`src/cpu_defs.svh`:
```
`ifndef CPU_DEFS_SVH
`define CPU_DEFS_SVH

// Datapath and address width
`define CPU_XLEN 32

// Architectural register file
`define CPU_NREG 32
`define CPU_REG_AW 5

// Boot vector of the fetch unit
`define CPU_RESET_PC 32'hbfc00000

// Word index width of the one-cycle SRAM model
`define CPU_MEM_AW 8

`endif

```
`src/cpu_pkg.sv`:
```
`include "cpu_defs.svh"

package cpu_pkg;

	// Primary opcode field, inst[31:26]
	typedef enum logic [5:0] {
		OP_SPECIAL = 6'h00,  // Register form, see funct
		OP_J       = 6'h02,
		OP_JAL     = 6'h03,
		OP_BEQ     = 6'h04,
		OP_BNE     = 6'h05,
		OP_ADDIU   = 6'h09,
		OP_SLTI    = 6'h0a,
		OP_ANDI    = 6'h0c,
		OP_ORI     = 6'h0d,
		OP_XORI    = 6'h0e,
		OP_LUI     = 6'h0f,
		OP_LW      = 6'h23,
		OP_SW      = 6'h2b
	} opcode_e;

	// Function field of the special group, inst[5:0]
	typedef enum logic [5:0] {
		FN_SLL  = 6'h00,
		FN_SRL  = 6'h02,
		FN_JR   = 6'h08,
		FN_ADDU = 6'h21,
		FN_SUBU = 6'h23,
		FN_AND  = 6'h24,
		FN_OR   = 6'h25,
		FN_XOR  = 6'h26,
		FN_NOR  = 6'h27,
		FN_SLT  = 6'h2a,
		FN_SLTU = 6'h2b
	} funct_e;

	typedef enum logic [3:0] {
		ALU_ADD,
		ALU_SUB,
		ALU_AND,
		ALU_OR,
		ALU_XOR,
		ALU_NOR,
		ALU_SLT,
		ALU_SLTU,
		ALU_SLL,   // Shifts take the amount in operand a
		ALU_SRL,
		ALU_LUI
	} alu_op_e;

	typedef enum logic [1:0] {
		WB_ALU,
		WB_MEM,
		WB_LINK    // PC+8 of a JAL
	} wb_sel_e;

	// Pending register write of a stage, seen by decode
	typedef struct packed {
		logic                   valid;  // Data already known
		logic                   we;     // Item will write dest
		logic [`CPU_REG_AW-1:0] dest;
		logic [`CPU_XLEN-1:0]   data;
	} fwd_t;

	typedef struct packed {
		logic                 valid;
		logic [`CPU_XLEN-1:0] pc;
	} if_id_t;

	typedef struct packed {
		logic                   valid;
		logic [`CPU_XLEN-1:0]   pc;
		alu_op_e                alu_op;
		logic [`CPU_XLEN-1:0]   src_a;
		logic [`CPU_XLEN-1:0]   src_b;
		logic [`CPU_XLEN-1:0]   st_data;  // Forwarded rt for SW
		logic [`CPU_REG_AW-1:0] dest;
		logic                   we;
		logic                   mem_read;
		logic                   mem_write;
		wb_sel_e                wb_sel;
	} id_ex_t;

	typedef struct packed {
		logic                   valid;
		logic [`CPU_XLEN-1:0]   pc;
		logic [`CPU_XLEN-1:0]   result;   // ALU value, address or link
		logic [`CPU_XLEN-1:0]   st_data;
		logic [`CPU_REG_AW-1:0] dest;
		logic                   we;
		logic                   mem_read;
		logic                   mem_write;
		wb_sel_e                wb_sel;
	} ex_mem_t;

	typedef struct packed {
		logic                   valid;
		logic [`CPU_XLEN-1:0]   pc;
		logic [`CPU_XLEN-1:0]   result;
		logic [`CPU_REG_AW-1:0] dest;
		logic                   we;
		logic                   is_load;  // Take SRAM read data
	} mem_wb_t;

	typedef struct packed {
		logic                 taken;
		logic [`CPU_XLEN-1:0] target;
	} redirect_t;

endpackage

```
`src/cpu_regfile.sv`:
```
`timescale 1ns/1ps
`include "cpu_defs.svh"

module cpu_regfile (
	input  logic                   clk,
	input  logic                   resetn,
	input  logic [`CPU_REG_AW-1:0] i_raddr1,
	input  logic [`CPU_REG_AW-1:0] i_raddr2,
	output logic [`CPU_XLEN-1:0]   o_rdata1,
	output logic [`CPU_XLEN-1:0]   o_rdata2,
	input  logic                   i_we,
	input  logic [`CPU_REG_AW-1:0] i_waddr,
	input  logic [`CPU_XLEN-1:0]   i_wdata
);

	logic [`CPU_XLEN-1:0] regs [`CPU_NREG];

	always_ff @(posedge clk or negedge resetn)
	begin
		if (!resetn)
		begin
			for (int k = 0; k < `CPU_NREG; k++)
				regs[k] <= '0;
		end
		else if (i_we && i_waddr != '0)  // r0 stays zero
			regs[i_waddr] <= i_wdata;
	end

	// Same-cycle write is covered by the write-back forward in decode
	assign o_rdata1 = (i_raddr1 == '0) ? '0 : regs[i_raddr1];
	assign o_rdata2 = (i_raddr2 == '0) ? '0 : regs[i_raddr2];

endmodule

```
`src/cpu_fetch.sv`:
```
`timescale 1ns/1ps
`include "cpu_defs.svh"

module cpu_fetch (
	input  logic                 clk,
	input  logic                 resetn,
	input  logic                 i_id_allow_in,
	input  cpu_pkg::redirect_t   i_redirect,
	output logic                 o_inst_en,
	output logic [`CPU_XLEN-1:0] o_inst_addr,
	output cpu_pkg::if_id_t      o_if_id
);

	logic [`CPU_XLEN-1:0] pc;       // Address now sent to the SRAM
	logic [`CPU_XLEN-1:0] pc_next;

	// Branch in decode picks the word after the delay slot
	assign pc_next = i_redirect.taken ? i_redirect.target : pc + 32'd4;

	assign o_inst_en   = i_id_allow_in;  // Read only when decode can take the word
	assign o_inst_addr = pc;

	always_ff @(posedge clk or negedge resetn)
	begin
		if (!resetn)
			pc <= `CPU_RESET_PC;
		else if (i_id_allow_in)
			pc <= pc_next;
	end

	// Word arrives one cycle later, tagged with its PC
	always_ff @(posedge clk or negedge resetn)
	begin
		if (!resetn)
			o_if_id <= '0;
		else if (i_id_allow_in)
			o_if_id <= '{valid: 1'b1, pc: pc};
	end

endmodule

```
`src/cpu_decode.sv`:
```
`timescale 1ns/1ps
`include "cpu_defs.svh"

module cpu_decode (
	input  logic                   clk,
	input  logic                   resetn,
	input  cpu_pkg::if_id_t        i_if_id,
	input  logic [`CPU_XLEN-1:0]   i_inst_rdata,
	output logic [`CPU_REG_AW-1:0] o_raddr1,
	output logic [`CPU_REG_AW-1:0] o_raddr2,
	input  logic [`CPU_XLEN-1:0]   i_rdata1,
	input  logic [`CPU_XLEN-1:0]   i_rdata2,
	input  cpu_pkg::fwd_t          i_fwd_ex,
	input  cpu_pkg::fwd_t          i_fwd_mem,
	input  cpu_pkg::fwd_t          i_fwd_wb,
	input  logic                   i_ex_allow_in,
	output logic                   o_allow_in,
	output cpu_pkg::redirect_t     o_redirect,
	output cpu_pkg::id_ex_t        o_id_ex
);
	import cpu_pkg::*;

	logic [`CPU_XLEN-1:0]   inst;
	logic [`CPU_XLEN-1:0]   hold_inst;  // Word kept over a stall
	logic                   hold_vld;
	opcode_e                op;
	funct_e                 fn;
	logic [`CPU_REG_AW-1:0] rs;
	logic [`CPU_REG_AW-1:0] rt;
	logic [`CPU_REG_AW-1:0] rd;
	logic [`CPU_REG_AW-1:0] sa;
	logic [15:0]            imm;
	logic [`CPU_XLEN-1:0]   sext;
	logic [`CPU_XLEN-1:0]   zext;
	logic [`CPU_XLEN-1:0]   pc4;
	logic [`CPU_XLEN-1:0]   src_a;
	logic [`CPU_XLEN-1:0]   src_b;
	fwd_t                   rs_f;
	fwd_t                   rt_f;
	alu_op_e                alu_op;
	wb_sel_e                wb_sel;
	logic [`CPU_REG_AW-1:0] dest;
	logic                   we;
	logic                   mem_rd;
	logic                   mem_wr;
	logic                   use_rs;
	logic                   use_rt;
	logic                   use_sa;
	logic                   b_imm;
	logic                   b_zext;
	logic                   is_beq;
	logic                   is_bne;
	logic                   is_j;
	logic                   is_jr;
	logic                   br_taken;
	logic                   stall;
	logic                   ready_go;

	// Youngest matching write wins, register 0 never forwards
	function automatic fwd_t pick(input logic [`CPU_REG_AW-1:0] r,
		input logic [`CPU_XLEN-1:0] rf_data, input fwd_t f_ex, input fwd_t f_mem,
		input fwd_t f_wb);
		fwd_t res;
		fwd_t src [3];
		res = '{valid: 1'b1, we: 1'b0, dest: r, data: rf_data};
		src = '{f_wb, f_mem, f_ex};  // Oldest first
		for (int k = 0; k < 3; k++)
			if (src[k].we && src[k].dest == r && r != '0)
				res = src[k];
		return res;
	endfunction

	assign inst = hold_vld ? hold_inst : i_inst_rdata;
	assign op   = opcode_e'(inst[31:26]);
	assign fn   = funct_e'(inst[5:0]);
	assign rs   = inst[25:21];
	assign rt   = inst[20:16];
	assign rd   = inst[15:11];
	assign sa   = inst[10:6];
	assign imm  = inst[15:0];
	assign sext = {{16{imm[15]}}, imm};
	assign zext = {16'b0, imm};
	assign pc4  = i_if_id.pc + 32'd4;

	assign o_raddr1 = rs;
	assign o_raddr2 = rt;

	assign rs_f = pick(rs, i_rdata1, i_fwd_ex, i_fwd_mem, i_fwd_wb);
	assign rt_f = pick(rt, i_rdata2, i_fwd_ex, i_fwd_mem, i_fwd_wb);

	always_comb
	begin
		alu_op = ALU_ADD;
		wb_sel = WB_ALU;
		dest   = rt;    // I-type writes rt
		we     = 1'b0;
		mem_rd = 1'b0;
		mem_wr = 1'b0;
		use_rs = 1'b1;
		use_rt = 1'b0;
		use_sa = 1'b0;
		b_imm  = 1'b1;
		b_zext = 1'b0;
		is_beq = 1'b0;
		is_bne = 1'b0;
		is_j   = 1'b0;
		is_jr  = 1'b0;
		case (op)
			OP_SPECIAL:
			begin
				dest   = rd;
				we     = 1'b1;
				use_rt = 1'b1;
				b_imm  = 1'b0;
				case (fn)
					FN_ADDU: alu_op = ALU_ADD;
					FN_SUBU: alu_op = ALU_SUB;
					FN_AND:  alu_op = ALU_AND;
					FN_OR:   alu_op = ALU_OR;
					FN_XOR:  alu_op = ALU_XOR;
					FN_NOR:  alu_op = ALU_NOR;
					FN_SLT:  alu_op = ALU_SLT;
					FN_SLTU: alu_op = ALU_SLTU;
					FN_SLL:
					begin
						alu_op = ALU_SLL;
						use_sa = 1'b1;
					end
					FN_SRL:
					begin
						alu_op = ALU_SRL;
						use_sa = 1'b1;
					end
					FN_JR:
					begin
						we    = 1'b0;
						is_jr = 1'b1;
					end
					default: we = 1'b0;  // Unsupported, runs as a bubble
				endcase
			end
			OP_ADDIU: we = 1'b1;
			OP_SLTI:
			begin
				alu_op = ALU_SLT;
				we     = 1'b1;
			end
			OP_ANDI:
			begin
				alu_op = ALU_AND;
				b_zext = 1'b1;
				we     = 1'b1;
			end
			OP_ORI:
			begin
				alu_op = ALU_OR;
				b_zext = 1'b1;
				we     = 1'b1;
			end
			OP_XORI:
			begin
				alu_op = ALU_XOR;
				b_zext = 1'b1;
				we     = 1'b1;
			end
			OP_LUI:
			begin
				alu_op = ALU_LUI;
				we     = 1'b1;
			end
			OP_LW:
			begin
				wb_sel = WB_MEM;
				mem_rd = 1'b1;
				we     = 1'b1;
			end
			OP_SW:
			begin
				mem_wr = 1'b1;
				use_rt = 1'b1;  // Store data
			end
			OP_BEQ, OP_BNE:
			begin
				use_rt = 1'b1;
				is_beq = (op == OP_BEQ);
				is_bne = (op == OP_BNE);
			end
			OP_J, OP_JAL:
			begin
				use_rs = 1'b0;  // rs bits belong to the target
				is_j   = 1'b1;
				if (op == OP_JAL)
				begin
					dest   = 5'd31;
					wb_sel = WB_LINK;
					we     = 1'b1;
				end
			end
			default: use_rs = 1'b0;
		endcase
	end

	assign src_a = use_sa ? {{(`CPU_XLEN-5){1'b0}}, sa} : rs_f.data;
	assign src_b = !b_imm ? rt_f.data : (b_zext ? zext : sext);

	// Load still in execute or memory has no data yet
	assign stall = (use_rs & rs_f.we & ~rs_f.valid) | (use_rt & rt_f.we & ~rt_f.valid);

	assign ready_go   = i_if_id.valid & ~stall & i_ex_allow_in;
	assign o_allow_in = ~i_if_id.valid | ready_go;

	assign br_taken = (is_beq & (rs_f.data == rt_f.data)) | (is_bne & (rs_f.data != rt_f.data));

	assign o_redirect.taken  = ready_go & (br_taken | is_j | is_jr);
	assign o_redirect.target = is_jr ? rs_f.data :
		is_j ? {pc4[31:28], inst[25:0], 2'b00} :  // 256 MB region of pc+4
		pc4 + {sext[29:0], 2'b00};

	always_ff @(posedge clk or negedge resetn)
	begin
		if (!resetn)
			hold_vld <= 1'b0;
		else
			hold_vld <= i_if_id.valid & ~ready_go;
	end

	// Refreshed until the first stalled cycle, then frozen
	always_ff @(posedge clk)
	begin
		if (!hold_vld)
			hold_inst <= i_inst_rdata;
	end

	always_ff @(posedge clk or negedge resetn)
	begin
		if (!resetn)
			o_id_ex <= '0;
		else if (ready_go)
			o_id_ex <= '{
				valid:     1'b1,
				pc:        i_if_id.pc,
				alu_op:    alu_op,
				src_a:     src_a,
				src_b:     src_b,
				st_data:   rt_f.data,
				dest:      dest,
				we:        we & (dest != '0),  // r0 writes dropped here
				mem_read:  mem_rd,
				mem_write: mem_wr,
				wb_sel:    wb_sel
			};
		else if (i_ex_allow_in)
			o_id_ex.valid <= 1'b0;  // Item left, bubble follows
	end

endmodule

```
`src/cpu_execute.sv`:
```
`timescale 1ns/1ps
`include "cpu_defs.svh"

module cpu_execute (
	input  logic             clk,
	input  logic             resetn,
	input  cpu_pkg::id_ex_t  i_id_ex,
	input  logic             i_mem_allow_in,
	output logic             o_allow_in,
	output cpu_pkg::fwd_t    o_fwd,
	output cpu_pkg::ex_mem_t o_ex_mem
);
	import cpu_pkg::*;

	logic [`CPU_XLEN-1:0] a;
	logic [`CPU_XLEN-1:0] b;
	logic [`CPU_XLEN-1:0] alu_res;
	logic [`CPU_XLEN-1:0] result;
	logic                 ready_go;

	assign a = i_id_ex.src_a;
	assign b = i_id_ex.src_b;

	always_comb
	begin
		case (i_id_ex.alu_op)
			ALU_ADD:  alu_res = a + b;
			ALU_SUB:  alu_res = a - b;
			ALU_AND:  alu_res = a & b;
			ALU_OR:   alu_res = a | b;
			ALU_XOR:  alu_res = a ^ b;
			ALU_NOR:  alu_res = ~(a | b);
			ALU_SLT:  alu_res = {31'b0, $signed(a) < $signed(b)};
			ALU_SLTU: alu_res = {31'b0, a < b};
			ALU_SLL:  alu_res = b << a[4:0];
			ALU_SRL:  alu_res = b >> a[4:0];
			ALU_LUI:  alu_res = {b[15:0], 16'b0};
			default:  alu_res = '0;
		endcase
	end

	assign result = (i_id_ex.wb_sel == WB_LINK) ? i_id_ex.pc + 32'd8 : alu_res;

	// Load result unknown until write-back, decode stalls on it
	assign o_fwd = '{
		valid: i_id_ex.wb_sel != WB_MEM,
		we:    i_id_ex.valid & i_id_ex.we,
		dest:  i_id_ex.dest,
		data:  result
	};

	assign ready_go   = i_id_ex.valid & i_mem_allow_in;
	assign o_allow_in = ~i_id_ex.valid | ready_go;

	always_ff @(posedge clk or negedge resetn)
	begin
		if (!resetn)
			o_ex_mem <= '0;
		else if (ready_go)
			o_ex_mem <= '{
				valid:     1'b1,
				pc:        i_id_ex.pc,
				result:    result,
				st_data:   i_id_ex.st_data,
				dest:      i_id_ex.dest,
				we:        i_id_ex.we,
				mem_read:  i_id_ex.mem_read,
				mem_write: i_id_ex.mem_write,
				wb_sel:    i_id_ex.wb_sel
			};
		else if (i_mem_allow_in)
			o_ex_mem.valid <= 1'b0;
	end

endmodule

```
`src/cpu_mem_wb.sv`:
```
`timescale 1ns/1ps
`include "cpu_defs.svh"

module cpu_mem_wb (
	input  logic                   clk,
	input  logic                   resetn,
	input  cpu_pkg::ex_mem_t       i_ex_mem,
	output logic                   o_allow_in,
	output cpu_pkg::fwd_t          o_fwd_mem,
	output cpu_pkg::fwd_t          o_fwd_wb,
	output logic                   o_data_en,
	output logic                   o_data_we,
	output logic [`CPU_XLEN-1:0]   o_data_addr,
	output logic [`CPU_XLEN-1:0]   o_data_wdata,
	input  logic [`CPU_XLEN-1:0]   i_data_rdata,
	output logic                   o_rf_we,
	output logic [`CPU_REG_AW-1:0] o_rf_waddr,
	output logic [`CPU_XLEN-1:0]   o_rf_wdata,
	output logic [`CPU_XLEN-1:0]   o_wb_pc,
	output logic                   o_wb_rf_we,
	output logic [`CPU_REG_AW-1:0] o_wb_rf_wnum,
	output logic [`CPU_XLEN-1:0]   o_wb_rf_wdata
);
	import cpu_pkg::*;

	mem_wb_t              wb_q;
	logic                 is_load;
	logic [`CPU_XLEN-1:0] wb_data;

	assign o_allow_in = 1'b1;  // Write-back never holds, memory always drains
	assign is_load    = (i_ex_mem.wb_sel == WB_MEM);

	// Full-word access only
	assign o_data_en    = i_ex_mem.valid & (i_ex_mem.mem_read | i_ex_mem.mem_write);
	assign o_data_we    = i_ex_mem.valid & i_ex_mem.mem_write;
	assign o_data_addr  = i_ex_mem.result;
	assign o_data_wdata = i_ex_mem.st_data;

	assign o_fwd_mem = '{
		valid: ~is_load,  // Read data not back yet
		we:    i_ex_mem.valid & i_ex_mem.we,
		dest:  i_ex_mem.dest,
		data:  i_ex_mem.result
	};

	always_ff @(posedge clk or negedge resetn)
	begin
		if (!resetn)
			wb_q <= '0;
		else if (i_ex_mem.valid)
			wb_q <= '{
				valid:   1'b1,
				pc:      i_ex_mem.pc,
				result:  i_ex_mem.result,
				dest:    i_ex_mem.dest,
				we:      i_ex_mem.we,
				is_load: is_load
			};
		else
			wb_q.valid <= 1'b0;  // Bubble from memory
	end

	// SRAM data lines up with the item one cycle after the request
	assign wb_data = wb_q.is_load ? i_data_rdata : wb_q.result;

	assign o_rf_we    = wb_q.valid & wb_q.we;
	assign o_rf_waddr = wb_q.dest;
	assign o_rf_wdata = wb_data;

	assign o_fwd_wb = '{valid: 1'b1, we: o_rf_we, dest: wb_q.dest, data: wb_data};

	// Trace mirrors the register file write
	assign o_wb_pc       = wb_q.pc;
	assign o_wb_rf_we    = o_rf_we;
	assign o_wb_rf_wnum  = wb_q.dest;
	assign o_wb_rf_wdata = wb_data;

endmodule

```
`src/cpu_top.sv`:
```
`timescale 1ns/1ps
`include "cpu_defs.svh"

module cpu_top (
	input  logic                   clk,
	input  logic                   resetn,
	output logic                   o_inst_en,
	output logic [`CPU_XLEN-1:0]   o_inst_addr,
	input  logic [`CPU_XLEN-1:0]   i_inst_rdata,
	output logic                   o_data_en,
	output logic                   o_data_we,
	output logic [`CPU_XLEN-1:0]   o_data_addr,
	output logic [`CPU_XLEN-1:0]   o_data_wdata,
	input  logic [`CPU_XLEN-1:0]   i_data_rdata,
	output logic [`CPU_XLEN-1:0]   o_wb_pc,
	output logic                   o_wb_rf_we,
	output logic [`CPU_REG_AW-1:0] o_wb_rf_wnum,
	output logic [`CPU_XLEN-1:0]   o_wb_rf_wdata
);
	import cpu_pkg::*;

	if_id_t                 if_id;
	id_ex_t                 id_ex;
	ex_mem_t                ex_mem;
	redirect_t              redirect;
	fwd_t                   fwd_ex;
	fwd_t                   fwd_mem;
	fwd_t                   fwd_wb;
	logic                   id_allow_in;
	logic                   ex_allow_in;
	logic                   mem_allow_in;
	logic [`CPU_REG_AW-1:0] raddr1;
	logic [`CPU_REG_AW-1:0] raddr2;
	logic [`CPU_XLEN-1:0]   rdata1;
	logic [`CPU_XLEN-1:0]   rdata2;
	logic                   rf_we;
	logic [`CPU_REG_AW-1:0] rf_waddr;
	logic [`CPU_XLEN-1:0]   rf_wdata;

	cpu_fetch u_fetch (
		.clk           (clk),
		.resetn        (resetn),
		.i_id_allow_in (id_allow_in),
		.i_redirect    (redirect),
		.o_inst_en     (o_inst_en),
		.o_inst_addr   (o_inst_addr),
		.o_if_id       (if_id)
	);

	cpu_decode u_decode (
		.clk           (clk),
		.resetn        (resetn),
		.i_if_id       (if_id),
		.i_inst_rdata  (i_inst_rdata),
		.o_raddr1      (raddr1),
		.o_raddr2      (raddr2),
		.i_rdata1      (rdata1),
		.i_rdata2      (rdata2),
		.i_fwd_ex      (fwd_ex),
		.i_fwd_mem     (fwd_mem),
		.i_fwd_wb      (fwd_wb),
		.i_ex_allow_in (ex_allow_in),
		.o_allow_in    (id_allow_in),
		.o_redirect    (redirect),
		.o_id_ex       (id_ex)
	);

	cpu_regfile u_regfile (
		.clk      (clk),
		.resetn   (resetn),
		.i_raddr1 (raddr1),
		.i_raddr2 (raddr2),
		.o_rdata1 (rdata1),
		.o_rdata2 (rdata2),
		.i_we     (rf_we),
		.i_waddr  (rf_waddr),
		.i_wdata  (rf_wdata)
	);

	cpu_execute u_execute (
		.clk            (clk),
		.resetn         (resetn),
		.i_id_ex        (id_ex),
		.i_mem_allow_in (mem_allow_in),
		.o_allow_in     (ex_allow_in),
		.o_fwd          (fwd_ex),
		.o_ex_mem       (ex_mem)
	);

	cpu_mem_wb u_mem_wb (
		.clk           (clk),
		.resetn        (resetn),
		.i_ex_mem      (ex_mem),
		.o_allow_in    (mem_allow_in),
		.o_fwd_mem     (fwd_mem),
		.o_fwd_wb      (fwd_wb),
		.o_data_en     (o_data_en),
		.o_data_we     (o_data_we),
		.o_data_addr   (o_data_addr),
		.o_data_wdata  (o_data_wdata),
		.i_data_rdata  (i_data_rdata),
		.o_rf_we       (rf_we),
		.o_rf_waddr    (rf_waddr),
		.o_rf_wdata    (rf_wdata),
		.o_wb_pc       (o_wb_pc),
		.o_wb_rf_we    (o_wb_rf_we),
		.o_wb_rf_wnum  (o_wb_rf_wnum),
		.o_wb_rf_wdata (o_wb_rf_wdata)
	);

endmodule

```
`config.mk`:
```
export PLATFORM = sky130hd
export DESIGN_NAME = cpu_top
export DESIGN_NICKNAME = d
export VERILOG_FILES = /design/src/cpu_pkg.sv /design/src/cpu_regfile.sv /design/src/cpu_fetch.sv /design/src/cpu_decode.sv /design/src/cpu_execute.sv /design/src/cpu_mem_wb.sv /design/src/cpu_top.sv
export VERILOG_INCLUDE_DIRS = /design/src
export SDC_FILE = /design/constraint.sdc
export NUM_CORES = 2
export LEC_CHECK = 0
export BUFFER_PORTS_ARGS = -buffer_cell sky130_fd_sc_hd__buf_4
export CAP_MARGIN = 5
export CORE_MARGIN = 8
export CORE_UTILIZATION = 40
export CTS_CLUSTER_DIAMETER = 100
export DETAILED_ROUTE_END_ITERATION = 16
export PLACE_DENSITY = 0.57
export SLEW_MARGIN = 30
export SYNTH_ARGS = -nofsm -noshare
export SYNTH_HDL_FRONTEND = slang
export SYNTH_HIERARCHICAL = 1
export SYNTH_SLANG_ARGS = --single-unit
export TNS_END_PERCENT = 30
```
`constraint.sdc`:
```
create_clock -name clk -period 6.14 [get_ports clk]
set_input_delay 1.228 -clock clk [delete_from_list [all_inputs] [get_ports clk]]
set_output_delay 1.228 -clock clk [all_outputs]
set_load 0.1 [all_outputs]
```
==> results.py <==
metrics = {
    "sta": {
        "timing_worst_slew_pin_value_ns": 1.09,
        "final.min_clock_period_ns": 6.24,
        "post-route-period-util_pct": 102,
        "fin_hold_ws_ns": 0.379,
        "final_hold_viol_count": 0,
        "maxSlewHeadroom_pct": 27.5,
        "setup_viol_count_final": 8,
        "clock-skew-final_ns": 0.0391,
        "max_freq_mhz": 160,
        "report.final.slew_viol_count": 0,
        "finalSetupTns_ns": -0.519,
        "grt_setup_unrepaired": "yes",
        "finalWorstSetupSlack_ns": -0.103,
    },
    "clock_network": {
        "clk_root_buffer_cell": "sky130_fd_sc_hd__clkbuf_16",
        "clk_pin_slew_ns": 0.06,
        "cts_tree": "yes",
        "insertion_delay_of_the_later_clocked_pin_in_the_worst_skew_pair_ns": 0.85,
        "clock_sink_count": 1443,
        "post_cts_hold_buffer_count": 0,
        "cts-buffers-inserted": 168,
        "ctsLongestPathBuffers": 3,
        "htree_num_levels": 4,
    },
    "layout": {
        "finished_core_util_pct": 47.9,
        "final_net_count": 8725,
        "fillerInstances": 20400,
        "regArea_sq_um": 36000,
        "layoutNonFillerInstCount": 11700,
        "fraction_of_final_layout_cells_sized_beyond_drive_strength_1_pct": 41.2,
        "fin_area_sq_um": 108000,
        "synthToLayoutAreaGrowth_pct": 19.1,
        "multi_input_comb_area_sq_um": 49900,
    },
    "critical_path": {
        "path_class": "register to register",
        "r2r_setup_slk_ns": -0.10,
        "worst_reg2reg_path_depth": 25,
        "path_common_cell": "sky130_fd_sc_hd__buf_4",
        "critical_path_arrival_ns": 7.01,
        "cp_slowest_stage_delay_ns": 0.57,
        "setup.worst_path.start_class": "register",
        "crit_fanout": 30,
        "required_time_worst_endpoint_ns": 6.90,
        "worst_path_max_delay_cell": "sky130_fd_sc_hd__mux4_2",
        "r2r-start": "u_decode/o_id_ex[74]$_DFFE_PN0P_",
        "regToRegEndpoint": "u_fetch/o_inst_addr[27]$_DFFE_PN1P_",
        "critPathCaptureType": "register",
    },
    "die": {
        "placementRows": 174,
        "die_width_um": 491,
        "die_area_sq_um": 241000,
        "ios": 235,
        "initial_utilization_pct": 40.2,
        "core_area_sq_um": 225000,
        "height_of_the_die_um": 491,
    },
    "global_routing": {
        "grt-ovfl-total": 0,
        "grt_start_max_net_pins": 200,
        "first_pass_grt_wire_length_mm": 538,
        "grt_use_total_pct": 29.9,
        "grt_pass1_vias": 73700,
        "grt_antenna_before_repair": 21,
    },
    "detailed_routing": {
        "routed_wl_mm": 376,
        "drt-wirelength-per-cell_um": 32.3,
        "vias": 73500,
        "remaining_antenna_violation_count_after_routing": 0,
        "detail_route.vias_per_cell": 6.30,
        "post-route-drc-count": 0,
        "drtPass1Iterations": 6,
        "drt_first_iter_violations": 7898,
    },
    "worst_hold_path": {
        "hp-class": "input pin to async pin",
    },
    "yosys": {
        "ys_seq_elements": 1443,
        "ys_seq_area_share_pct": 39.8,
        "syn-mean-instance-area_sq_um": 11.3,
        "synthesis.instances": 8017,
        "synth_enable_flop_cells": 0,
        "synth.top_cells.by_area": "sky130_fd_sc_hd__dfrtp_1 (39%), sky130_fd_sc_hd__mux2_2 (14%), sky130_fd_sc_hd__mux4_2 (12%)",
        "syn_area_sq_um": 90400,
        "synth-main-ff-cell": "sky130_fd_sc_hd__dfrtp_1",
        "synth.lib_cells_used.distinct": 114,
        "synth_largest_area_cell": "sky130_fd_sc_hd__dfrtp_1",
        "async_reset_ff_share_pct": 97.8,
        "yosysTopAreaCellShare_pct": 38.8,
        "yosysWarningCount": 6,
    },
    "power": {
        "power.ir.vdd_worst_uv": 463,
        "powerDensity_nw_per_um2": 423,
        "power.leakage_nw": 49.0,
    },
    "place": {
        "dp_hpwl_mm": 266,
        "portBuffers": 234,
        "place.gp.congestion": 1.02,
        "dpl.cell_count": 11300,
        "post_placement_cell_area_sq_um": 100000,
    },
    "run_status": {
        "status": "finished, violations left",
        "failed_checks": "setup timing",
    },
    "flow_run": {
        "maxCapViolations": 0,
    },
}
==> Yosys cell counts (all sizes together) (35+ instances only) <==
cell type	n
nand2	745
xnor2	78
a211oi	151
xor2	43
nor2b	102
a221oi	76
mux2	1242
nand4	45
a2111oi	36
o21ai	347
and3	82
buf	543
o22ai	55
dfrtp	1402
nand3	105
nor3	95
o31ai	47
o211a	35
ha	135
inv	169
clkbuf	415
a311oi	70
mux2i	211
a21oi	247
nor2	363
mux4	493
and2	50
a22oi	83
==> per-layer routing <==
layer	up-vias	track usage, %	part of all wire, %
met3	1042	6.38	8.0
met5	-	0	0.0077
met1	38000	37.4	39
met2	3727	47.1	46
li1	30700	-	-
met4	4	19.1	7.8
==> layout make-up <==
cell class	count	area share, %
clock buffer	228	4.48
timing repair buffer	1291	10.5
antenna	10	0.0233
inverter	173	0.652
tap	2992	3.48
sequential	1443	33.4
multi-input combinational	5444	46.3
clock inverter	82	1.06
==> state kept, by name, summed over array words and instances (netlist names) <==
| signal | cells |
|---|---|
| u_regfile/regs | 1024 |
| u_decode/o_id_ex | 142 |
| u_execute/o_ex_mem | 107 |
| u_mem_wb/wb_q | 35 |
| u_fetch/o_if_id | 33 |
| u_decode/hold_inst | 32 |
| u_fetch/o_inst_addr | 32 |
| u_mem_wb/o_wb_pc | 32 |
| u_mem_wb/o_rf_waddr | 5 |
| u_decode/hold_vld | 1 |
==> critical path: cells and delay by family, from the launching register on <==
family                    cells  cell delay, ns
AOI/OAI and AO/OA             8            1.92
buffers and inverters         7            1.33
muxes                         4            1.23
and+or+nand+nor               5            0.98
DFF                           1            0.45
xor gates and xnor gates      1            0.27
==> cell families after synthesis <==
| kind of cell | share of synthesized area (%) |
|---|---|
| other | 0.00415 |
| buffers and inverters | 6.25 |
| adders and majority gates | 1.94 |
| AOI/OAI and AO/OA | 11.4 |
| DFF | 39.8 |
| muxes | 30.4 |
| and+or+nand+nor | 8.97 |
| xor gates and xnor gates | 1.18 |
==> per-stage QoR <==
stage | total power, mW | worst slack (ns)
finish | 45.5 | -0.103
floorplan | 26.4 | -0.00413
detailed placement | 34.0 | -1.06
global route | 47.1 | -0.223
CTS | 45.1 | -0.0238
global placement | 33.7 | -1.07
==> repair_timing <==
action | CTS | global route
setup endpoints to repair | 32 | 32
pin swaps | 38 | 44
hold endpoints to repair | 0 | 0
cloned | 0 | 2
buffers inserted | 12 | 9
resized for setup | 122 | 81
==> worst max path at each step <==
stage                                     endpoint                             start  cells past startpoint
5_1_grt        u_fetch/o_inst_addr[27]$_DFFE_PN1P_  u_decode/o_id_ex[99]$_DFFE_PN0P_                     26
6_report       u_fetch/o_inst_addr[27]$_DFFE_PN1P_  u_decode/o_id_ex[74]$_DFFE_PN0P_                     25
2_1_floorplan  u_fetch/o_inst_addr[29]$_DFFE_PN1P_  u_decode/o_id_ex[77]$_DFFE_PN0P_                     28
4_1_cts        u_fetch/o_inst_addr[27]$_DFFE_PN1P_  u_decode/o_id_ex[74]$_DFFE_PN0P_                     28
3_3_place_gp   u_fetch/o_inst_addr[26]$_DFFE_PN1P_                  i_inst_rdata[18]                     25
3_5_place_dp   u_fetch/o_inst_addr[26]$_DFFE_PN1P_                  i_inst_rdata[18]                     25
==> placed cells by master, fill, tap and decap left out, drive strengths merged, types with 47 or more instances in the layout <==
cell type	netlist	layout
nand3	105	105
nor2	363	363
a21oi	247	247
buf	543	1289
inv	169	175
clkinv	4	53
mux4	493	493
mux2	1242	1242
o21ai	347	347
clkbuf	415	230
a311oi	70	70
mux2i	211	211
xnor2	78	78
ha	135	135
and3	82	82
nor3	95	95
and2	50	50
nor2b	102	102
a221oi	76	76
a211oi	151	151
nand2	745	745
a22oi	83	83
dfrtp	1402	1402
o31ai	47	47
o22ai	55	55
==> where the power goes <==
group | internal, mW | switching [mW]
Sequential | 11.6 | 2.13
Combinational | 7.99 | 13.1
Clock | 6.35 | 4.43
(Power assumes the default switching activity.)
